File: src/mem_map_pkg.sv
package mem_map_pkg;

    //////////////////////////////////////////////////////////////////////
    // address and data widths
    //////////////////////////////////////////////////////////////////////

    // cpu word address, region code sits in the top four bits
    typedef logic [29:0] word_addr_t;

    typedef logic [31:0] data_word_t;

    // one bit per byte, bit 3 is the lowest-addressed byte
    typedef logic [3:0] byte_en_t;

    // one text memory cell
    typedef logic [7:0] char_t;

    typedef logic [3:0] region_t;

    //////////////////////////////////////////////////////////////////////
    // memory map
    //////////////////////////////////////////////////////////////////////

    // region field position inside a word address
    localparam int REGION_MSB = 29;
    localparam int REGION_LSB = 26;

    // regions 0 to b all land in the data RAM
    localparam region_t REGION_TEXT   = 4'hc;
    // timer and keyboard are decoded only, nothing behind them
    localparam region_t REGION_TIMER  = 4'hd;
    localparam region_t REGION_KBD    = 4'he;
    localparam region_t REGION_LOADER = 4'hf;

    //////////////////////////////////////////////////////////////////////
    // text write sequencer
    //////////////////////////////////////////////////////////////////////

    // encodings double as the stall cycle count
    typedef enum logic [1:0] {
        TS_IDLE   = 2'd0,
        TS_WRITE1 = 2'd1,
        TS_WRITE2 = 2'd2,
        TS_DONE   = 2'd3
    } text_seq_state_t;

endpackage

File: src/text_write_sequencer.sv
`timescale 1ns/1ps

module text_write_sequencer #(
    parameter int TEXT_AW = 12
) (
    input  logic                    text_mem_clk,
    input  logic                    rst_n,
    input  logic                    text_req,
    input  mem_map_pkg::word_addr_t dmem_addr,
    input  mem_map_pkg::byte_en_t   dmem_byte_en,
    input  mem_map_pkg::data_word_t dmem_wdata,
    output logic                    mem_stall,
    output logic [TEXT_AW-1:0]      text_addr,
    output mem_map_pkg::char_t      text_char,
    output logic                    text_wen
);

    mem_map_pkg::text_seq_state_t state_q;
    mem_map_pkg::text_seq_state_t state_d;

    // byte within the word
    logic [1:0] lane;

    //////////////////////////////////////////////////////////////////////
    // stall fsm
    //////////////////////////////////////////////////////////////////////

    // goes high in the request cycle itself, drops at TS_DONE
    assign mem_stall = text_req && (state_q != mem_map_pkg::TS_DONE);

    always_comb begin
        state_d = state_q;
        if (!text_req) begin
            // request gone, back to idle
            state_d = mem_map_pkg::TS_IDLE;
        end else if (state_q != mem_map_pkg::TS_DONE) begin
            // one step per cycle, then spin in TS_DONE
            state_d = mem_map_pkg::text_seq_state_t'(state_q + 2'd1);
        end
    end

    always_ff @(posedge text_mem_clk or negedge rst_n) begin
        if (!rst_n) begin
            state_q <= mem_map_pkg::TS_IDLE;
        end else begin
            state_q <= state_d;
        end
    end

    // two write cycles, addr and char steady since cpu is stalled
    assign text_wen = (state_q == mem_map_pkg::TS_WRITE1) ||
                      (state_q == mem_map_pkg::TS_WRITE2);

    //////////////////////////////////////////////////////////////////////
    // byte lane and character
    //////////////////////////////////////////////////////////////////////

    always_comb begin
        case (dmem_byte_en)
            4'b1000: lane = 2'd0;
            4'b0100: lane = 2'd1;
            4'b0010: lane = 2'd2;
            4'b0001: lane = 2'd3;
            // not one-hot, use the top byte
            default: lane = 2'd3;
        endcase
    end

    assign text_addr = {dmem_addr[TEXT_AW-3:0], lane};
    assign text_char = dmem_wdata[8*lane +: 8];

endmodule
File: config.mk
export PLATFORM = sky130hd
export DESIGN_NAME = text_write_sequencer
export DESIGN_NICKNAME = d
export VERILOG_FILES = /design/src/mem_map_pkg.sv /design/src/text_write_sequencer.sv
export SDC_FILE = /design/constraint.sdc
export NUM_CORES = 1
export LEC_CHECK = 0
export BUFFER_PORTS_ARGS = -buffer_cell sky130_fd_sc_hd__buf_2
export CORE_MARGIN = 10
export CORE_UTILIZATION = 29
export CTS_BUF_LIST = sky130_fd_sc_hd__clkbuf_2
export DETAILED_ROUTE_END_ITERATION = 16
export PLACE_DENSITY_LB_ADDON = 0.3
export SKIP_LAST_GASP = 1
export SLEW_MARGIN = 20
export SYNTH_ARGS = -nofsm -noshare
export SYNTH_HDL_FRONTEND = slang
export SYNTH_SLANG_ARGS = --single-unit
File: constraint.sdc
create_clock -name text_mem_clk -period 1.78 [get_ports text_mem_clk]
set_input_delay 0.267 -clock text_mem_clk [delete_from_list [all_inputs] [get_ports text_mem_clk]]
set_output_delay 0.267 -clock text_mem_clk [all_outputs]
set_load 0.01 [all_outputs]
; After elaboration in Yosys (flattened, before gate mapping)
; Cells that the tools add are included.
[totals]
ff_bits = 2
inputBits = 69
out_inout_bits = 22
wordCells = 15
[classes]
n_addsub = 1
eq_ne = 7
shifts = 1
muxes = 3
n_reduce_logical = 2
[op_table]
columns = cell, count
row1 = variable part select 32 x 6 -> 8 bit, 1
row2 = one-hot mux 2 bit (3 select lines), 1
row3 = == test 4 x 2 -> 1 bit (second input constant), 1
row4 = == test 4 x 3 -> 1 bit (second input constant), 1
row5 = == test 4 bit (second input constant), 1
row6 = 2-to-1 mux 2 bit, 2
row7 = adder 2 x 1 -> 2 bit (second input constant), 1
row8 = == test 2 x 1 -> 1 bit (second input constant), 1
row9 = == test 2 bit (second input constant), 1
row10 = != test 2 x 1 -> 1 bit (second input constant), 1
row11 = != test 2 bit (second input constant), 1
row12 = logical AND 1 bit, 1
row13 = logical OR 1 bit, 1

; Longest topological paths before layout
[logic_depth]
depth_word = 3
ltp_mapped = 5
depth_no_buf = 3

; Worst setup path before layout
; Ideal clock, no wire load.
[synth_path]
kind = input port to output port
start = in dmem_byte_en[0]
end = out text_char[1]
arrival_time_ns = 1.298
required_time_ns = 1.513
path_slack_ns = 0.215
path_stages = 5
n_path_buf = 2
path_cell_list = or2_1 > buf_2 > buf_6 > o311a_1 > a32oi_1
[synth_between]
elab_chain_len = 3
[synth_lines]
columns = element, line_no
row1 = start: declaration, text_write_sequencer.sv:10  ; input mem_map_pkg::byte_en_t dmem_byte_en,
row2 = "== test 4 x 2 -> 1 bit, or another cell as far along", text_write_sequencer.sv:59  ; case (dmem_byte_en)
row3 = one-hot mux 2 bit (3 select lines) *, text_write_sequencer.sv:59
row4 = variable part select 32 x 6 -> 8 bit *, text_write_sequencer.sv:70  ; assign text_char = dmem_wdata[8*lane +: 8];
row5 = end: declaration, text_write_sequencer.sv:14  ; output mem_map_pkg::char_t text_char,
; Every way passes the cells marked *; elsewhere a longest branch is shown, timed or not.

; Worst setup path after layout
[layout_path]
start = in dmem_byte_en[0]
end = out text_char[2]
; The elaborated chain is that of the path after synthesis.

==> metrics.txt <==
I/O pin count between 90 and 100; CTS Root Cell clkbuf_2; Antenna Nets Post-Route 0; die span in x 64.50 um; Worst-Skew Late Latency 190 ps; leakage approximately 0.43 nW; core area 0.001922 mm2; Synth cell types 23; max FFs per register 2; relative slew slack ~85%; count leader, synth buf_4; largest net degree at the start of global routing 25; final count of hold timing violations 0; post-synthesis average cell area 7.270 um2; initial antenna violation count 0; Final nets 199; CTS tree yes; CP most frequent cell buf_2; Comb pwr share 66.7%; top cell type's share of synthesized area 13.07%; final wirelength 2.196 mm; total power draw 0.3944 mW; Internal about 0.23 mW; largest register by flop count state_q; Power Density 457.5 mW/mm2; CTS Buf Count 3; Setup CP Type primary input to output port; Async SR Flop Fraction 100.0%; worst path required time 1510 ps; crit path DAT 1410 ps; crit-path max FO 15; Sequential Power Share 15.7%; max cap viols 0; Post-Syn Instances 79; drt via density 4.909; H-tree lvl count 1; die area 0.004160 mm2; peak supply drop 0.0003983 V; Slew @ Worst Pin 222.6 ps; Vias 756; Cells after DPL 150; switching pwr 0.1616 mW; Yosys reg bits 2; drt wl/cell 14.26 um; first-pass detailed-route iteration total 4; Achievable Freq 0.5973 GHz; clock skew 2.792 ps; synth top area cells buf_4, a32oi_1, dfrtp_1; hpwl dp 1.797 mm; biggest regs state_q x2; vias in the first global route 850; GPL Wtd Cong 0.7333; number of diodes 0; Port Buffers 50; Sw Ratio 40.99%; Worst path max stage delay slightly below 400 ps; Post-synth top flop dfrtp_1; Synthesis Warnings 0; Clock Path Buffers 2; fin crit period 1674 ps; status finished clean; sequential share of the synthesized area 8.715%; Syn Nets 149; starting density of the core about 30%; Post-CTS Setup Bufs 0; Yosys top cell by area buf_4; global router's overall resource usage 10.39%; Site Rows 16; clock sinks 2; setup violators final 0; clock slew at reported path FFs 30 ps; Hold Crit Class primary input to flop; Remaining DRCs 0; slowest CP cell o311a_2; Cell Chain, Critical Path buf_2, or2_4, o311a_2, a32oi_1, buf_2; share of cells above drive strength 1 55.12%; die height around 65 um; crit path launch type primary input; first-pass GRT wire length 3.684 mm; area grow syn2layout 50.11%; crit end category output port; RSZ-0062 raised after global routing no; clock share of power 17.6%; First DRT Iteration DRCs 29; grt total ovfl 0; Post-synth EDFFs 0; Slew Limit Fails 0; Final Non-Filler Cells between 150 and 200; synthesized area 574.3 um2; fin crit share 94.05%
layer usage:
layer,up-vias,part of all wire (%),track usage [%]
li1,385,-,-
met1,325,41,11.25
met2,40,46,16.87
met3,6,13,4.639
met4,0,0.64,5.080
met5,-,0,0
worst paths after layout:
kind / start / endpoint / slack, ps / depth (start not counted)
worst min register to register: state_q[1] / state_q[1] / 570 / 2
worst max-delay path: dmem_byte_en[0] / text_char[2] / 110 / 5
max in group asynchronous: rst_n / state_q[0] / 1290 / 2
worst min-delay path: text_req / state_q[0] / 320 / 2
min in group asynchronous: rst_n / state_q[1] / 390 / 2
worst max register to register: state_q[0] / state_q[0] / 760 / 3
metrics by stage:
stage	hold WS (ps)	TNS, ps	util [%]	area [um2]	setup slack (ps)
2_1_floorplan	-28.59	0	-	574.3	214.9
6_report	319.9	0	44.86	862.1	105.8
3_3_place_gp	51.33	-79.51	43.42	834.6	-24.95
3_5_place_dp	54.60	-76.29	43.42	834.6	-32.08
5_1_grt	318.0	0	44.86	862.1	29.22
4_1_cts	307.2	0	44.86	862.1	97.33
area by class of cell:
type / count / area [um2]
well taps: 27 / 33.78
repair buffers: 60 / 340.3
flip-flops and latches: 2 / 50.05
multi-input cells: 54 / 392.9
inverters: 8 / 30.03
clock buffers: 3 / 15.01
fillers: 204 / 1060
cell families (layout without fill, tap and decap cells):
| family | count (synthesis) | count (layout) | synth area share [%] |
|---|---|---|---|
| adders and majority gates | 1 | 1 | 2.178 |
| xor gates and xnor gates | 4 | 4 | 7.409 |
| and+or+nand+nor | 16 | 16 | 14.38 |
| buffers and inverters | 23 | 71 | 24.62 |
| AOI/OAI and AO/OA | 32 | 32 | 40.96 |
| DFF | 2 | 2 | 8.715 |
| muxes | 1 | 1 | 1.743 |
critical path: cells and delay by family:
kind / cells / cell delay [ps]
AOI/OAI and AO/OA: 2 / 550
buffers and inverters: 2 / 270
and+or+nand+nor: 1 / 320
power groups by stage:
stage	Sequential (mW)	Combinational, mW	Clock (mW)
floorplan	0.0611	0.164	0
global placement	0.0613	0.256	0
detailed placement	0.0624	0.262	0
CTS	0.0618	0.266	0.0778
global route	0.0625	0.294	0.0775
finish	0.0617	0.263	0.0695
what timing repair did:
action | CTS | global route
hold endpoints to repair | 2 | 0
setup endpoints to repair | 4 | 0
resized for setup | 1 | 0
hold buffers | 1 | 0
cell usage in the layout (no fill, tap or decap), types with 2 or more instances in the layout:
| cell | Yosys | routed |
|---|---|---|
| clkbuf_2 | 0 | 3 |
| buf_2 | 2 | 50 |
| o21ai_0 | 8 | 8 |
| o21ai_1 | 8 | 8 |
| a32oi_1 | 8 | 8 |
| nor2b_1 | 2 | 2 |
| inv_1 | 8 | 8 |
| nor2_1 | 2 | 2 |
| dfrtp_1 | 2 | 2 |
| o311a_1 | 4 | 4 |
| nand3_1 | 8 | 8 |
| buf_4 | 10 | 8 |
| o311a_2 | 4 | 4 |
(Power assumes the default switching activity.)
