## src/mem_map_pkg.sv

```systemverilog
package mem_map_pkg;

    //////////////////////////////////////////////////////////////////////
    // address and data widths
    //////////////////////////////////////////////////////////////////////

    // cpu word address, region code sits in the top four bits
    typedef logic [29:0] word_addr_t;

    typedef logic [31:0] data_word_t;

    // one bit per byte, bit 3 is the lowest-addressed byte
    typedef logic [3:0] byte_en_t;

    // one text memory cell
    typedef logic [7:0] char_t;

    typedef logic [3:0] region_t;

    //////////////////////////////////////////////////////////////////////
    // memory map
    //////////////////////////////////////////////////////////////////////

    // region field position inside a word address
    localparam int REGION_MSB = 29;
    localparam int REGION_LSB = 26;

    // regions 0 to b all land in the data RAM
    localparam region_t REGION_TEXT   = 4'hc;
    // timer and keyboard are decoded only, nothing behind them
    localparam region_t REGION_TIMER  = 4'hd;
    localparam region_t REGION_KBD    = 4'he;
    localparam region_t REGION_LOADER = 4'hf;

    //////////////////////////////////////////////////////////////////////
    // text write sequencer
    //////////////////////////////////////////////////////////////////////

    // encodings double as the stall cycle count
    typedef enum logic [1:0] {
        TS_IDLE   = 2'd0,
        TS_WRITE1 = 2'd1,
        TS_WRITE2 = 2'd2,
        TS_DONE   = 2'd3
    } text_seq_state_t;

endpackage

```

## src/mem_port_if.sv

```systemverilog
`timescale 1ns/1ps

interface mem_port_if;

    // access strobe, target samples on the edge where this is high
    logic                    en;
    // write when set, read otherwise
    logic                    wen;
    mem_map_pkg::word_addr_t addr;
    mem_map_pkg::data_word_t wdata;
    mem_map_pkg::byte_en_t   byte_en;
    // read word, one cycle after the sampling edge
    mem_map_pkg::data_word_t rdata;

    // decoder side
    modport master (
        output en,
        output wen,
        output addr,
        output wdata,
        output byte_en,
        input  rdata
    );

    // ram side
    modport target (
        input  en,
        input  wen,
        input  addr,
        input  wdata,
        input  byte_en,
        output rdata
    );

endinterface

```

## src/dmem_decoder.sv

```systemverilog
`timescale 1ns/1ps

module dmem_decoder (
    input  logic                    text_mem_clk,
    input  logic                    rst_n,
    input  mem_map_pkg::word_addr_t instr_addr,
    input  logic                    dmem_read,
    input  logic                    dmem_write,
    input  mem_map_pkg::word_addr_t dmem_addr,
    input  mem_map_pkg::data_word_t dmem_wdata,
    input  mem_map_pkg::byte_en_t   dmem_byte_en,
    input  mem_map_pkg::word_addr_t loader_addr,
    input  mem_map_pkg::data_word_t instr_rdata_data,
    input  mem_map_pkg::data_word_t instr_rdata_loader,
    output logic                    text_req,
    mem_port_if.master              dport_data,
    mem_port_if.master              dport_loader,
    output mem_map_pkg::data_word_t instr_rdata,
    output mem_map_pkg::data_word_t dmem_rdata,
    output mem_map_pkg::data_word_t loader_rdata,
    output logic                    loader_addr_sel,
    output logic                    instr_loader_sel
);

    mem_map_pkg::region_t d_region;
    logic                 dmem_access;
    logic                 is_data;

    // state of the previous sampling edge
    logic                 rd_pending_q;
    mem_map_pkg::region_t rd_region_q;
    logic                 fetch_valid_q;
    logic                 ifetch_loader_q;
    logic                 ld_ext_q;

    //////////////////////////////////////////////////////////////////////
    // region decode
    //////////////////////////////////////////////////////////////////////

    assign d_region    = dmem_addr[mem_map_pkg::REGION_MSB:mem_map_pkg::REGION_LSB];
    assign dmem_access = dmem_read | dmem_write;
    // everything below the text region is main memory
    assign is_data     = (d_region < mem_map_pkg::REGION_TEXT);

    // text memory is write-only from the cpu side
    assign text_req         = dmem_write && (d_region == mem_map_pkg::REGION_TEXT);
    assign loader_addr_sel  = dmem_access && (d_region == mem_map_pkg::REGION_LOADER);
    assign instr_loader_sel =
        (instr_addr[mem_map_pkg::REGION_MSB:mem_map_pkg::REGION_LSB]
         == mem_map_pkg::REGION_LOADER);

    // data ram port, only touched for regions 0 to b
    assign dport_data.en      = dmem_access && is_data;
    assign dport_data.wen     = dmem_write && is_data;
    assign dport_data.addr    = dmem_addr;
    assign dport_data.wdata   = dmem_wdata;
    assign dport_data.byte_en = dmem_byte_en;

    // loader port a always reads, external address when cpu is elsewhere
    assign dport_loader.en      = 1'b1;
    assign dport_loader.wen     = loader_addr_sel && dmem_write;
    assign dport_loader.addr    = loader_addr_sel ? dmem_addr : loader_addr;
    assign dport_loader.wdata   = dmem_wdata;
    assign dport_loader.byte_en = dmem_byte_en;

    //////////////////////////////////////////////////////////////////////
    // read return
    //////////////////////////////////////////////////////////////////////

    always_ff @(posedge text_mem_clk or negedge rst_n) begin
        if (!rst_n) begin
            rd_pending_q    <= 1'b0;
            rd_region_q     <= '0;
            fetch_valid_q   <= 1'b0;
            ifetch_loader_q <= 1'b0;
            ld_ext_q        <= 1'b0;
        end else begin
            rd_pending_q    <= dmem_read;
            rd_region_q     <= d_region;
            // instr_addr is sampled on every edge
            fetch_valid_q   <= 1'b1;
            ifetch_loader_q <= instr_loader_sel;
            ld_ext_q        <= ~loader_addr_sel;
        end
    end

    always_comb begin
        dmem_rdata = '0;
        if (rd_pending_q) begin
            case (rd_region_q)
                mem_map_pkg::REGION_LOADER: dmem_rdata = dport_loader.rdata;
                // text, timer and keyboard read back as zero
                mem_map_pkg::REGION_TEXT,
                mem_map_pkg::REGION_TIMER,
                mem_map_pkg::REGION_KBD:    dmem_rdata = '0;
                default:                    dmem_rdata = dport_data.rdata;
            endcase
        end
    end

    // fetch word from the region registered with its address
    assign instr_rdata = !fetch_valid_q  ? '0 :
                         ifetch_loader_q ? instr_rdata_loader : instr_rdata_data;

    // external view only valid when the cpu left the loader alone
    assign loader_rdata = ld_ext_q ? dport_loader.rdata : '0;

endmodule

```

## src/flat_wrapper.sv

```systemverilog
// flat-port wrapper written by rule: the top's interface ports become plain ports
module dmem_decoder_flat 
  (text_mem_clk, rst_n, instr_addr, dmem_read, dmem_write, dmem_addr, dmem_wdata, dmem_byte_en, loader_addr, instr_rdata_data, instr_rdata_loader, text_req, instr_rdata, dmem_rdata, loader_rdata, loader_addr_sel, instr_loader_sel, dport_data_en, dport_data_wen, dport_data_addr, dport_data_wdata, dport_data_byte_en, dport_data_rdata, dport_loader_en, dport_loader_wen, dport_loader_addr, dport_loader_wdata, dport_loader_byte_en, dport_loader_rdata);
  mem_port_if dport_data_i ();
  mem_port_if dport_loader_i ();
  input  logic text_mem_clk;
  input  logic rst_n;
  input  mem_map_pkg::word_addr_t instr_addr;
  input  logic dmem_read;
  input  logic dmem_write;
  input  mem_map_pkg::word_addr_t dmem_addr;
  input  mem_map_pkg::data_word_t dmem_wdata;
  input  mem_map_pkg::byte_en_t dmem_byte_en;
  input  mem_map_pkg::word_addr_t loader_addr;
  input  mem_map_pkg::data_word_t instr_rdata_data;
  input  mem_map_pkg::data_word_t instr_rdata_loader;
  output logic text_req;
  output mem_map_pkg::data_word_t instr_rdata;
  output mem_map_pkg::data_word_t dmem_rdata;
  output mem_map_pkg::data_word_t loader_rdata;
  output logic loader_addr_sel;
  output logic instr_loader_sel;
  output wire logic [$bits(dport_data_i.en)-1:0] dport_data_en;
  output wire logic [$bits(dport_data_i.wen)-1:0] dport_data_wen;
  output wire logic [$bits(dport_data_i.addr)-1:0] dport_data_addr;
  output wire logic [$bits(dport_data_i.wdata)-1:0] dport_data_wdata;
  output wire logic [$bits(dport_data_i.byte_en)-1:0] dport_data_byte_en;
  input wire logic [$bits(dport_data_i.rdata)-1:0] dport_data_rdata;
  output wire logic [$bits(dport_loader_i.en)-1:0] dport_loader_en;
  output wire logic [$bits(dport_loader_i.wen)-1:0] dport_loader_wen;
  output wire logic [$bits(dport_loader_i.addr)-1:0] dport_loader_addr;
  output wire logic [$bits(dport_loader_i.wdata)-1:0] dport_loader_wdata;
  output wire logic [$bits(dport_loader_i.byte_en)-1:0] dport_loader_byte_en;
  input wire logic [$bits(dport_loader_i.rdata)-1:0] dport_loader_rdata;
  assign dport_data_en = dport_data_i.en;
  assign dport_data_wen = dport_data_i.wen;
  assign dport_data_addr = dport_data_i.addr;
  assign dport_data_wdata = dport_data_i.wdata;
  assign dport_data_byte_en = dport_data_i.byte_en;
  assign dport_data_i.rdata = dport_data_rdata;
  assign dport_loader_en = dport_loader_i.en;
  assign dport_loader_wen = dport_loader_i.wen;
  assign dport_loader_addr = dport_loader_i.addr;
  assign dport_loader_wdata = dport_loader_i.wdata;
  assign dport_loader_byte_en = dport_loader_i.byte_en;
  assign dport_loader_i.rdata = dport_loader_rdata;
  dmem_decoder u_core (.text_mem_clk(text_mem_clk), .rst_n(rst_n), .instr_addr(instr_addr), .dmem_read(dmem_read), .dmem_write(dmem_write), .dmem_addr(dmem_addr), .dmem_wdata(dmem_wdata), .dmem_byte_en(dmem_byte_en), .loader_addr(loader_addr), .instr_rdata_data(instr_rdata_data), .instr_rdata_loader(instr_rdata_loader), .text_req(text_req), .dport_data(dport_data_i), .dport_loader(dport_loader_i), .instr_rdata(instr_rdata), .dmem_rdata(dmem_rdata), .loader_rdata(loader_rdata), .loader_addr_sel(loader_addr_sel), .instr_loader_sel(instr_loader_sel));
endmodule
```

## config.mk

```make
export PLATFORM = sky130hd
export DESIGN_NAME = dmem_decoder_flat
export DESIGN_NICKNAME = d
export VERILOG_FILES = /design/src/mem_map_pkg.sv /design/src/mem_port_if.sv /design/src/dmem_decoder.sv /design/src/flat_wrapper.sv
export SDC_FILE = /design/constraint.sdc
export NUM_CORES = 1
export LEC_CHECK = 0
export ABC_AREA = 1
export BUFFER_PORTS_ARGS = -buffer_cell sky130_fd_sc_hd__buf_2
export CORE_AREA = 2 2 194 196
export CTS_CLUSTER_SIZE = 40
export DETAILED_ROUTE_END_ITERATION = 8
export DIE_AREA = 0 0 196 198
export PLACE_DENSITY_LB_ADDON = 0.15
export SLEW_MARGIN = 0
export SYNTH_ARGS = -nofsm -noshare
export SYNTH_HDL_FRONTEND = slang
export SYNTH_SLANG_ARGS = --single-unit
```

## constraint.sdc

```tcl
create_clock -name text_mem_clk -period 1.3 [get_ports text_mem_clk]
set_input_delay 0.195 -clock text_mem_clk [delete_from_list [all_inputs] [get_ports text_mem_clk]]
set_output_delay 0.195 -clock text_mem_clk [all_outputs]
set_load 0.05 [all_outputs]
```

* After elaboration in Yosys (flattened, before gate mapping) *
Index checks and enable logic that the tools add are counted.

cells by class
  magnitude comparators = 1
  equality and inequality tests = 7
  mux-type cells = 6
  bitwise gates (word level) = 2
  reductions and logical operators = 6

operators with widths
  kind                count
  $mux 32             4
  $pmux 32 s2         1
  $mux 30             1
  $eq 4x4->1 const B  7
  $logic_and 1x1->1   5
  $lt 4x4->1 const B  1
  $reduce_or 3->1     1
  $not 1->1           1
  $or 1x1->1          1

storage, ports and cells
  bits in registers = 8
  output and inout bits = 235
  word-level logic and storage cells = 27

* Depth between registers and ports, before layout *
Gate-level depths: netlist of the first run.

  depth in word-level cells = 4
  depth in mapped cells = 6

* Worst setup path before layout of the first run *
OpenSTA, ideal clock, no wires.

  path type = input -> output
  start point = input dmem_addr[29]
  end point = output text_req
  arrival time = 1.809 ns
  slack = -0.704 ns
  stages on the path = 2
  path buffers = 0
  path through = nand2_1 -> nor4_1

between the ends
  word-level cells in the longest chain between the ends = 2

ends and longest elaborated chain
  item               RTL line            text
  from (decl)        flat_wrapper.sv:11  input mem_map_pkg::word_addr_t dmem_addr;
  $eq 4x4->1         dmem_decoder.sv:46  assign text_req = dmem_write && (d_region == mem_map_pkg::REGION_TEXT);
  $logic_and 1x1->1  dmem_decoder.sv:46
  to (decl)          flat_wrapper.sv:17  output logic text_req;

Every way passes these cells.

* Final worst setup path of the first run *
  start point = register u_core.rd_region_q[2]
  end point = output dmem_rdata[22]

between the ends
  word-level cells in the longest chain between the ends = 4

ends and longest elaborated chain
  item                    RTL line            text
  from (decl)             dmem_decoder.sv:31  mem_map_pkg::region_t rd_region_q;
  from (signal assigned)  dmem_decoder.sv:79  rd_region_q <= d_region;
  $eq 4x4->1              dmem_decoder.sv:90  case (rd_region_q)
  $reduce_or 3->1         dmem_decoder.sv:90
  $pmux 32 s2 *           dmem_decoder.sv:90
  $mux 32 *               dmem_decoder.sv:89  if (rd_pending_q) begin
  to (decl)               flat_wrapper.sv:19  output mem_map_pkg::data_word_t dmem_rdata;

Every way passes the cells marked *; elsewhere a longest branch is shown, timed or not.

==> results of run 1 <==
## Yosys cell counts (2+ instances only)
master      n
nand3_1    26
buf_6       6
o21ai_0    32
dfrtp_1     8
nand2_1   156
buf_4     105
nor2_1     68
inv_1      41
buf_2       8
nand2_2     2
clkbuf_1   12
a21oi_1    32
## sequential cells by signal (all words and copies together) (netlist names)
| name | count |
|---|---|
| u_core.rd_region_q | 4 |
| u_core.rd_pending_q | 1 |
| u_core.fetch_valid_q | 1 |
| u_core.ld_ext_q | 1 |
| u_core.ifetch_loader_q | 1 |
## placed cells by master, fill, tap and decap left out, types with 11 or more instances in the layout
cell and n:
buf_12 35, nand2_2 33, nor2_4 65, o21ai_4 12
inv_2 33, nand2_4 78, nand3_2 11, buf_4 31
buf_16 11, a21oi_4 32, buf_2 222, buf_8 82
nand2_1 45, buf_6 63
## logic make-up (layout without fill, tap and decap cells)
kind of cell	count (synthesis)	in the layout	synth area share, %
other	1	2	0.141
buffers and inverters	173	494	41.3
DFF	8	8	7.52
AOI/OAI and AO/OA	64	64	12.0
and+or+nand+nor	257	257	39.0
## final timing paths
| path | from | endpoint | cells past startpoint |
|---|---|---|---|
| min in group asynchronous | rst_n | u_core.ifetch_loader_q | 2 |
| hold / removal | dmem_read | u_core.rd_pending_q | 2 |
| max in group asynchronous | rst_n | u_core.ld_ext_q | 2 |
| setup / recovery | u_core.rd_region_q[2] | dmem_rdata[22] | 7 |
## stage by stage
step | hold WS [ns] | setup TNS, ns | power, µW | util, % | worst slack, ns
finish | 0.191 | -23.92 | 4290 | 23.6 | -0.379
global route | 0.201 | -30.82 | 4480 | 23.6 | -0.462
CTS | 0.198 | -26.99 | 4010 | 20.9 | -0.450
detailed placement | 0.0483 | -17.42 | 2740 | 14.6 | -0.341
global placement | 0.0480 | -17.44 | 2750 | 14.6 | -0.355
floorplan | -0.101 | -2.51 | 2540 | - | -0.0951
## power groups by stage
stage / registers [µW] / clock network (µW) / logic [µW]
CTS: 271 / 521 / 3210
global placement: 272 / 0 / 2480
detailed placement: 271 / 0 / 2460
finish: 271 / 508 / 3510
floorplan: 269 / 0 / 2270
global route: 272 / 537 / 3670
## cell type report
type | instances | share of cell area, %
Timing Repair Buffer | 449 | 50.5
Multi-Input combinational cell | 323 | 37.4
Tap cell | 474 | 6.81
Sequential cell | 8 | 2.34
Inverter | 42 | 2.03
Clock buffer | 3 | 0.863
## routing by layer
layer,part of all wire (%),vias to the layer above
met5,0,-
met4,2.3,0
met3,7.2,26
met2,54,237
met1,37,1976
li1,-,2087
## what timing repair did
item | 4_1_cts | 5_1_grt
gates cloned | 16 | 5
gates resized for setup | 490 | 256
setup endpoints to repair | 130 | 128
setup buffers | 24 | 11
pin swaps | 54 | 69
hold buffers | 1 | 0
endpoints found under the hold margin | 8 | 0
==> flow_metrics.py, run 1 <==
metrics = {
    "run_status": {
        "status": "complete, but fails checks",
        "violations": "negative setup slack",
    },
    "placement": {
        "hpwl_um": 13700,
        "gp_congestion": 0.698,
        "dp.cells": 1246,
        "port_buffers": 357,
        "dpl_cell_area_um2": 5380,
    },
    "timing": {
        "maxSlewViolCount": 0,
        "fin_crit_sh_pct": 129,
        "period_minus_slack_ns": 1.68,
        "hold_viol": 0,
        "fin_ws_ns": -0.379,
        "setup-violations-final": 127,
        "rsz0062_at_grt": "yes",
        "max_freq_mhz": 595,
    },
    "power_and_ir_drop": {
        "leakagePower_uw": 0.00397,
        "p_seq_share_pct": 6.3,
        "p_switching_uw": 2220,
        "p_sw_share_pct": 51.7,
        "power.density_nw_per_um2": 493,
        "vdd_ir_drop_max_v": 0.000207,
        "combPwrFrac_pct": 81.9,
        "p_int_uw": 2070,
        "power_frac_clock_pct": 11.8,
    },
    "global_routing": {
        "grt_util_met3_pct": 2.04,
        "grt_pass1_vias": 4485,
        "grt_overflow": 0,
        "track_usage_pct": 9.40,
        "met2_usage_pct": 17.4,
        "grt_pass1_wl_um": 27500,
        "grt_max_degree": 33,
        "grt.busiest_layer": "met2",
        "grt_use_met1_pct": 10.6,
        "grt_antenna_before_repair": 1,
    },
    "drt": {
        "first_pass_iters": 4,
        "drt_wl_total_um": 19800,
        "via_per_inst": 3.33,
        "ant_nets": 0,
        "initialDrtViolationCount": 55,
        "avgRoutedWirePerCell_um": 15.2,
        "vias": 4326,
        "drc": 0,
    },
    "finish": {
        "drive_above_1_share_pct": 90.4,
        "stdcell_count": 1299,
        "fin_area_um2": 8700,
        "syn_to_final_growth_pct": 227,
        "regArea_um2": 204,
        "antenna_cells": 0,
        "multiInputGateArea_um2": 3260,
        "fillers": 4026,
        "final_nets": 1085,
    },
    "setup_path": {
        "endpoint_kind": "output pin",
        "cp.required_ns": 1.11,
        "worstPathArrival_ns": 1.48,
        "cp_max_fo": 8,
        "max_stage_delay_ns": 0.33,
        "cp_top_family": "buffers and inverters",
        "start_kind": "register",
        "crit_buf_inv": 3,
        "critical_path.cell_chain": "nand2_2, nor2_4, buf_12, buf_16, nand2_4, a21oi_4, buf_6",
        "path_class": "reg2out",
        "crit_path_top_delay_cell": "dfrtp_1",
    },
    "yosys": {
        "yosysWarningCount": 0,
        "ys_types": 19,
        "yosys.area.top_type": "buf_4",
        "synth_edf_count": 0,
        "syn_area_um2": 2660,
        "ys_ff_latch": 8,
        "netlist_instances": 503,
        "synth_top_cells_by_area": "buf_4, nand2_1, nor2_1, dfrtp_1, a21oi_1",
        "synth_top_area_share_pct": 29.6,
        "synth_top_flop_cell": "dfrtp_1",
        "ys_async_sr_fraction_pct": 100,
        "synth_seq_area_share_pct": 7.52,
        "avgSynthCellArea_um2": 5.29,
    },
    "floorplan": {
        "die-area_um2": 38800,
        "io_pins": 493,
        "rows": 71,
        "die_h_um": 198,
        "die_x_um": 196,
        "core_um2": 37000,
        "start_util_pct": 7.20,
    },
    "clock_network": {
        "cts.sink_count": 8,
        "numCtsBuffers": 3,
        "clkTransAtPathRegs_ns": 0.04,
        "clock_path_buffers": 2,
        "cts_tree": "built",
        "h-tree-depth": 1,
        "cts_root_buffer": "clkbuf_16",
    },
    "worst_hold_path": {
        "hold_class": "in2reg",
    },
    "run": {
        "maxCapViolations": 0,
    },
}
Power figures use the tool's default switching activity.
==> run 2: changes to the inputs <==
- REMOVE_ABC_BUFFERS: unset -> 1
==> run 2 against run 1 <==
The flow still finishes with violations (negative setup slack). Largest power group unchanged. Setup slack improved by 0.0086 ns. Clock-buffer cell count did not move. Clock power increased by 7.3%. Sequential power about the same. Critical path depth down 1. Global-route usage grew 0.057 points. Power fell by 11%. Die area unchanged. Wire length increased by 3.0%. Cell count decreased by 3.1%.
==> flow_metrics.py, run 2 (synthesized netlist as in run 1, its figures left out) <==
metrics = {
    "finish": {
        "final_nets": 1043,
        "drive_above_1_share_pct": 80.6,
        "top_register": "u_core.rd_region_q",
        "syn_to_final_growth_pct": 162,
        "layout_commonest_cell": "buf_2",
        "post-route-util_pct": 18.9,
        "fillers": 4215,
        "final_cell_mix": "buf_2, nand2_1, buf_6, buf_8, nand2_4",
        "largest_reg_flops": 4,
        "fin_area_um2": 6980,
    },
    "clock_network": {
        "cts.sink_count": 8,
        "cts_tree": "built",
        "h-tree-depth": 1,
        "cts_root_buffer": "clkbuf_16",
        "numCtsBuffers": 3,
        "clock_path_buffers": 2,
        "clkTransAtPathRegs_ns": 0.04,
    },
    "run_status": {
        "status": "complete, but fails checks",
        "violations": "negative setup slack",
    },
    "timing": {
        "period_minus_slack_ns": 1.67,
        "setup-violations-final": 116,
        "rsz0062_at_grt": "yes",
        "fin_ws_ns": -0.371,
        "max_freq_mhz": 599,
        "fin_crit_sh_pct": 129,
        "hold_viol": 0,
        "maxSlewViolCount": 0,
    },
    "drt": {
        "vias": 4328,
        "first_pass_iters": 4,
        "ant_nets": 0,
        "via_per_inst": 3.44,
        "initialDrtViolationCount": 147,
        "drc": 0,
        "avgRoutedWirePerCell_um": 16.2,
        "drt_wl_total_um": 20400,
    },
    "worst_hold_path": {
        "hold_class": "in2reg",
        "min-delay-start": "dmem_read",
    },
    "setup_path": {
        "endpoint_kind": "output pin",
        "max_stage_delay_ns": 0.49,
        "start_kind": "register",
        "cp_top_family": "buffers and inverters",
        "crit_buf_inv": 4,
        "path_class": "reg2out",
        "worstPathArrival_ns": 1.48,
        "cp_max_fo": 6,
        "cp-startpoint": "u_core.ifetch_loader_q",
        "crit_path_top_delay_cell": "dfrtp_2",
        "critical_path.cell_chain": "clkinv_4, buf_8, buf_12, nor2_4, nor2_2, buf_6",
        "cp.required_ns": 1.11,
    },
    "placement": {
        "dp_slack_ns": -0.211,
        "gp_congestion": 0.751,
        "dpl_cell_area_um2": 4470,
        "hpwl_um": 15900,
        "port_buffers": 357,
    },
    "floorplan": {
        "rows": 71,
        "die_h_um": 198,
        "die_x_um": 196,
        "die-area_um2": 38800,
        "start_util_pct": 7.20,
        "core_um2": 37000,
        "io_pins": 493,
    },
    "global_routing": {
        "grt_pass1_wl_um": 26900,
        "grt_max_degree": 33,
        "grt_overflow": 0,
        "grt_use_met1_pct": 10.1,
        "grt_antenna_before_repair": 2,
        "grt_util_met3_pct": 6.46,
        "grt.busiest_layer": "met2",
        "grt_pass1_vias": 4151,
        "met2_usage_pct": 15.3,
        "track_usage_pct": 9.45,
    },
    "power_and_ir_drop": {
        "leakagePower_uw": 0.00334,
        "vdd_ir_drop_max_v": 0.000294,
        "power.density_nw_per_um2": 548,
    },
    "run": {
        "maxCapViolations": 0,
    },
}
-- run 2: cell types whose count changed in the layout (fill, tap and decap cells not counted), moves of 9 or more --
cell,change
nor2_4,-49
buf_4,-9
a21oi_2,+27
nor2_1,+21
nand2_4,-30
buf_12,-20
nor2_2,+28
buf_8,-16
nand2_1,+31
o21ai_4,-9
a21oi_4,-32
buf_6,+9
-- run 2: power breakdown --
part	internal, µW	leakage (µW)	switching [µW]
clock network	399	0.0000370	145
logic	1150	0.00321	1870
registers	261	0.0000907	7.48
total	1810	0.00334	2020
-- run 2: final cells by class --
class,count,area (µm²),area share (%)
diodes,2,5.00,0.0717
clock buffers,3,75.1,1.08
inverters,42,165,2.37
multi-input cells,323,2330,33.4
flip-flops and latches,8,203,2.90
well taps,474,593,8.50
repair buffers,407,3600,51.6
-- run 2: per-stage QoR --
step	total power (µW)	hold WS, ns	TNS, ns	cells
after floorplan	1460	-0.101	-58.81	373
after global placement	2470	0.0803	-13.27	1234
after detailed placement	2450	0.0779	-12.81	1234
after CTS	3560	0.177	-25.93	1249
after global routing	4010	0.178	-29.56	1257
final	3830	0.178	-22.21	1259
-- run 2: per-layer routing --
layer / vias up / wire length [µm] / part of all wire, %
li1: 1998 / - / -
met4: 4 / 154 / 0.76
met3: 18 / 3070 / 15
met1: 1980 / 7300 / 36
met5: - / 126 / 0.62
met2: 328 / 9730 / 48
-- run 2: path summary, 6_finish.rpt --
kind                                          end  slack (ns)  cells after the start
min in group asynchronous     u_core.rd_pending_q        0.35                      2
max in group asynchronous  u_core.ifetch_loader_q        0.74                      2
setup / recovery                   instr_rdata[3]       -0.37                      6
hold / removal                u_core.rd_pending_q        0.18                      2
-- run 2: what timing repair did --
| action | 4_1_cts | 5_1_grt |
|---|---|---|
| pin swaps | 56 | 51 |
| setup endpoints to repair | 129 | 125 |
| gates cloned | 4 | 4 |
| hold endpoints to repair | 8 | 0 |
| gates resized for setup | 408 | 267 |
| setup buffers | 7 | 9 |
| hold buffers | 1 | 0 |
==> run 3: changes to the inputs <==
- SLEW_MARGIN: 0 -> unset
- TNS_END_PERCENT: unset -> 1
==> run 3 against run 2 <==
The flow still finishes with violations (negative setup slack). Largest cell class unchanged. Power shrank 12%. Critical path depth is the same. Non-clock buffer count shrank 19. Combinational power shrank 15%. First-iteration DRC count shrank 5.4%. Sequential power is essentially flat. Critical path type unchanged. Highest routed layer unchanged. Sequential share of layout area grew 0.78 points. Die area is the same.
==> flow_metrics.py, run 3 (synthesized netlist as in run 1, its figures left out) <==
metrics = {
    "power_and_ir_drop": {
        "p_switching_uw": 1810,
        "power.density_nw_per_um2": 616,
        "p_sw_share_pct": 53.9,
        "p_int_uw": 1550,
        "vdd_ir_drop_max_v": 0.000291,
        "total_power_uw": 3360,
        "leakagePower_uw": 0.00301,
        "combPwrFrac_pct": 75.8,
        "power_frac_clock_pct": 16.2,
        "p_seq_share_pct": 8.0,
    },
    "setup_path": {
        "worstPathArrival_ns": 1.44,
        "endpoint_kind": "output pin",
        "path_class": "reg2out",
        "crit_buf_inv": 2,
        "max_stage_delay_ns": 0.32,
        "cp_max_fo": 32,
        "critical_path.cell_chain": "nand2_2, nor2_4, buf_12, nand2_1, a21oi_1, buf_4",
        "cp_top_family": "buffers and inverters",
        "crit_path_top_delay_cell": "dfrtp_1",
        "cp.required_ns": 1.11,
        "start_kind": "register",
    },
    "drt": {
        "initialDrtViolationCount": 139,
        "drt_wl_total_um": 18600,
        "ant_nets": 0,
        "drc": 0,
        "via_per_inst": 3.31,
        "first_pass_iters": 4,
        "vias": 4104,
        "avgRoutedWirePerCell_um": 15.0,
    },
    "timing": {
        "period_minus_slack_ns": 1.63,
        "fin_crit_sh_pct": 126,
        "hold_viol": 0,
        "max_freq_mhz": 613,
        "fin_ws_ns": -0.332,
        "maxSlewViolCount": 0,
        "rsz0062_at_grt": "yes",
        "setup-violations-final": 94,
    },
    "finish": {
        "fin_area_um2": 5460,
        "layout_commonest_cell": "buf_2",
        "final_nets": 1024,
        "largest_reg_flops": 4,
        "top_register": "u_core.rd_region_q",
        "fillers": 4373,
        "drive_above_1_share_pct": 57.3,
        "syn_to_final_growth_pct": 105,
        "final_cell_mix": "buf_2, nand2_1, buf_6, nor2_1, buf_4",
    },
    "floorplan": {
        "io_pins": 493,
        "die_h_um": 198,
        "rows": 71,
        "start_util_pct": 7.20,
        "die-area_um2": 38800,
        "core_um2": 37000,
        "die_x_um": 196,
    },
    "global_routing": {
        "grt_antenna_before_repair": 3,
        "track_usage_pct": 8.90,
        "grt_max_degree": 33,
        "grt_util_met3_pct": 6.46,
        "grt_pass1_vias": 3919,
        "met2_usage_pct": 14.0,
        "grt_use_met1_pct": 9.27,
        "grt_pass1_wl_um": 25300,
        "grt.busiest_layer": "met2",
        "grt_overflow": 0,
    },
    "run": {
        "maxCapViolations": 0,
    },
    "clock_network": {
        "clock_path_buffers": 2,
        "postCtsSetupBuffers": 0,
        "numCtsBuffers": 3,
        "cts_root_buffer": "clkbuf_16",
        "clkTransAtPathRegs_ns": 0.04,
        "cts_tree": "built",
        "h-tree-depth": 1,
        "cts.sink_count": 8,
    },
    "placement": {
        "dp_slack_ns": -0.211,
        "port_buffers": 357,
        "gp_congestion": 0.751,
        "hpwl_um": 15900,
        "dpl_cell_area_um2": 4470,
    },
    "worst_hold_path": {
        "hold_class": "in2reg",
    },
    "run_status": {
        "violations": "negative setup slack",
        "status": "complete, but fails checks",
    },
}
==> run 3: cell count changes in the layout (fill, tap and decap cells not counted), moves of 19 or more <==
cell / delta
nand2_2: -20
nor2_2: -27
inv_2: -26
buf_8: -60
buf_4: +19
inv_1: +27
nor2_1: +41
nand2_4: -45
nand2_1: +67
buf_6: +32
==> run 3: timing repair <==
item,CTS,global route
hold endpoints to repair,8,0
pin swaps,19,9
setup endpoints to repair,129,128
resized for setup,229,76
hold buffers,1,0
==> run 3: cell type report <==
cell class / instances / area [µm²] / share of cell area, %
timing repair buffer: 388 / 2940 / 53.8
multi-input combinational: 323 / 1490 / 27.2
tap: 474 / 593 / 10.9
sequential: 8 / 201 / 3.69
inverter: 42 / 160 / 2.93
clock buffer: 3 / 75.1 / 1.37
antenna: 2 / 5.00 / 0.0916
==> run 3: routing by layer <==
| layer | vias to the layer above | share of wire [%] |
|---|---|---|
| met1 | 1780 | 36 |
| li1 | 1955 | - |
| met2 | 330 | 45 |
| met3 | 31 | 16 |
| met4 | 8 | 1.3 |
| met5 | - | 1.5 |
==> run 3: path summary, 6_finish.rpt <==
| path | start | endpoint | slack [ns] | cells after the start |
|---|---|---|---|---|
| max | u_core.rd_region_q[2] | dmem_rdata[17] | -0.33 | 6 |
| min | dmem_addr[28] | u_core.rd_region_q[2] | 0.20 | 2 |
| max in group asynchronous | rst_n | u_core.ifetch_loader_q | 0.74 | 2 |
| min in group asynchronous | rst_n | u_core.rd_pending_q | 0.36 | 2 |
==> run 3: per-stage QoR <==
stage | instances | hold slack, ns | utilization (%) | TNS, ns
finish | 1240 | 0.200 | 14.8 | -17.74
global route | 1238 | 0.207 | 14.8 | -25.62
CTS | 1238 | 0.171 | 14.1 | -20.44
detailed placement | 1234 | 0.0779 | 12.1 | -12.81
global placement | 1234 | 0.0803 | 12.1 | -13.27
floorplan | 373 | -0.101 | - | -58.81
==> run 3: power groups by stage <==
stage                     Combinational [µW]  Sequential [µW]  Clock [µW]
after floorplan                         1180              281           0
after global placement                  2200              271           0
after detailed placement                2180              271           0
after CTS                               2480              268         581
after global routing                    2690              269         581
final                                   2550              268         546
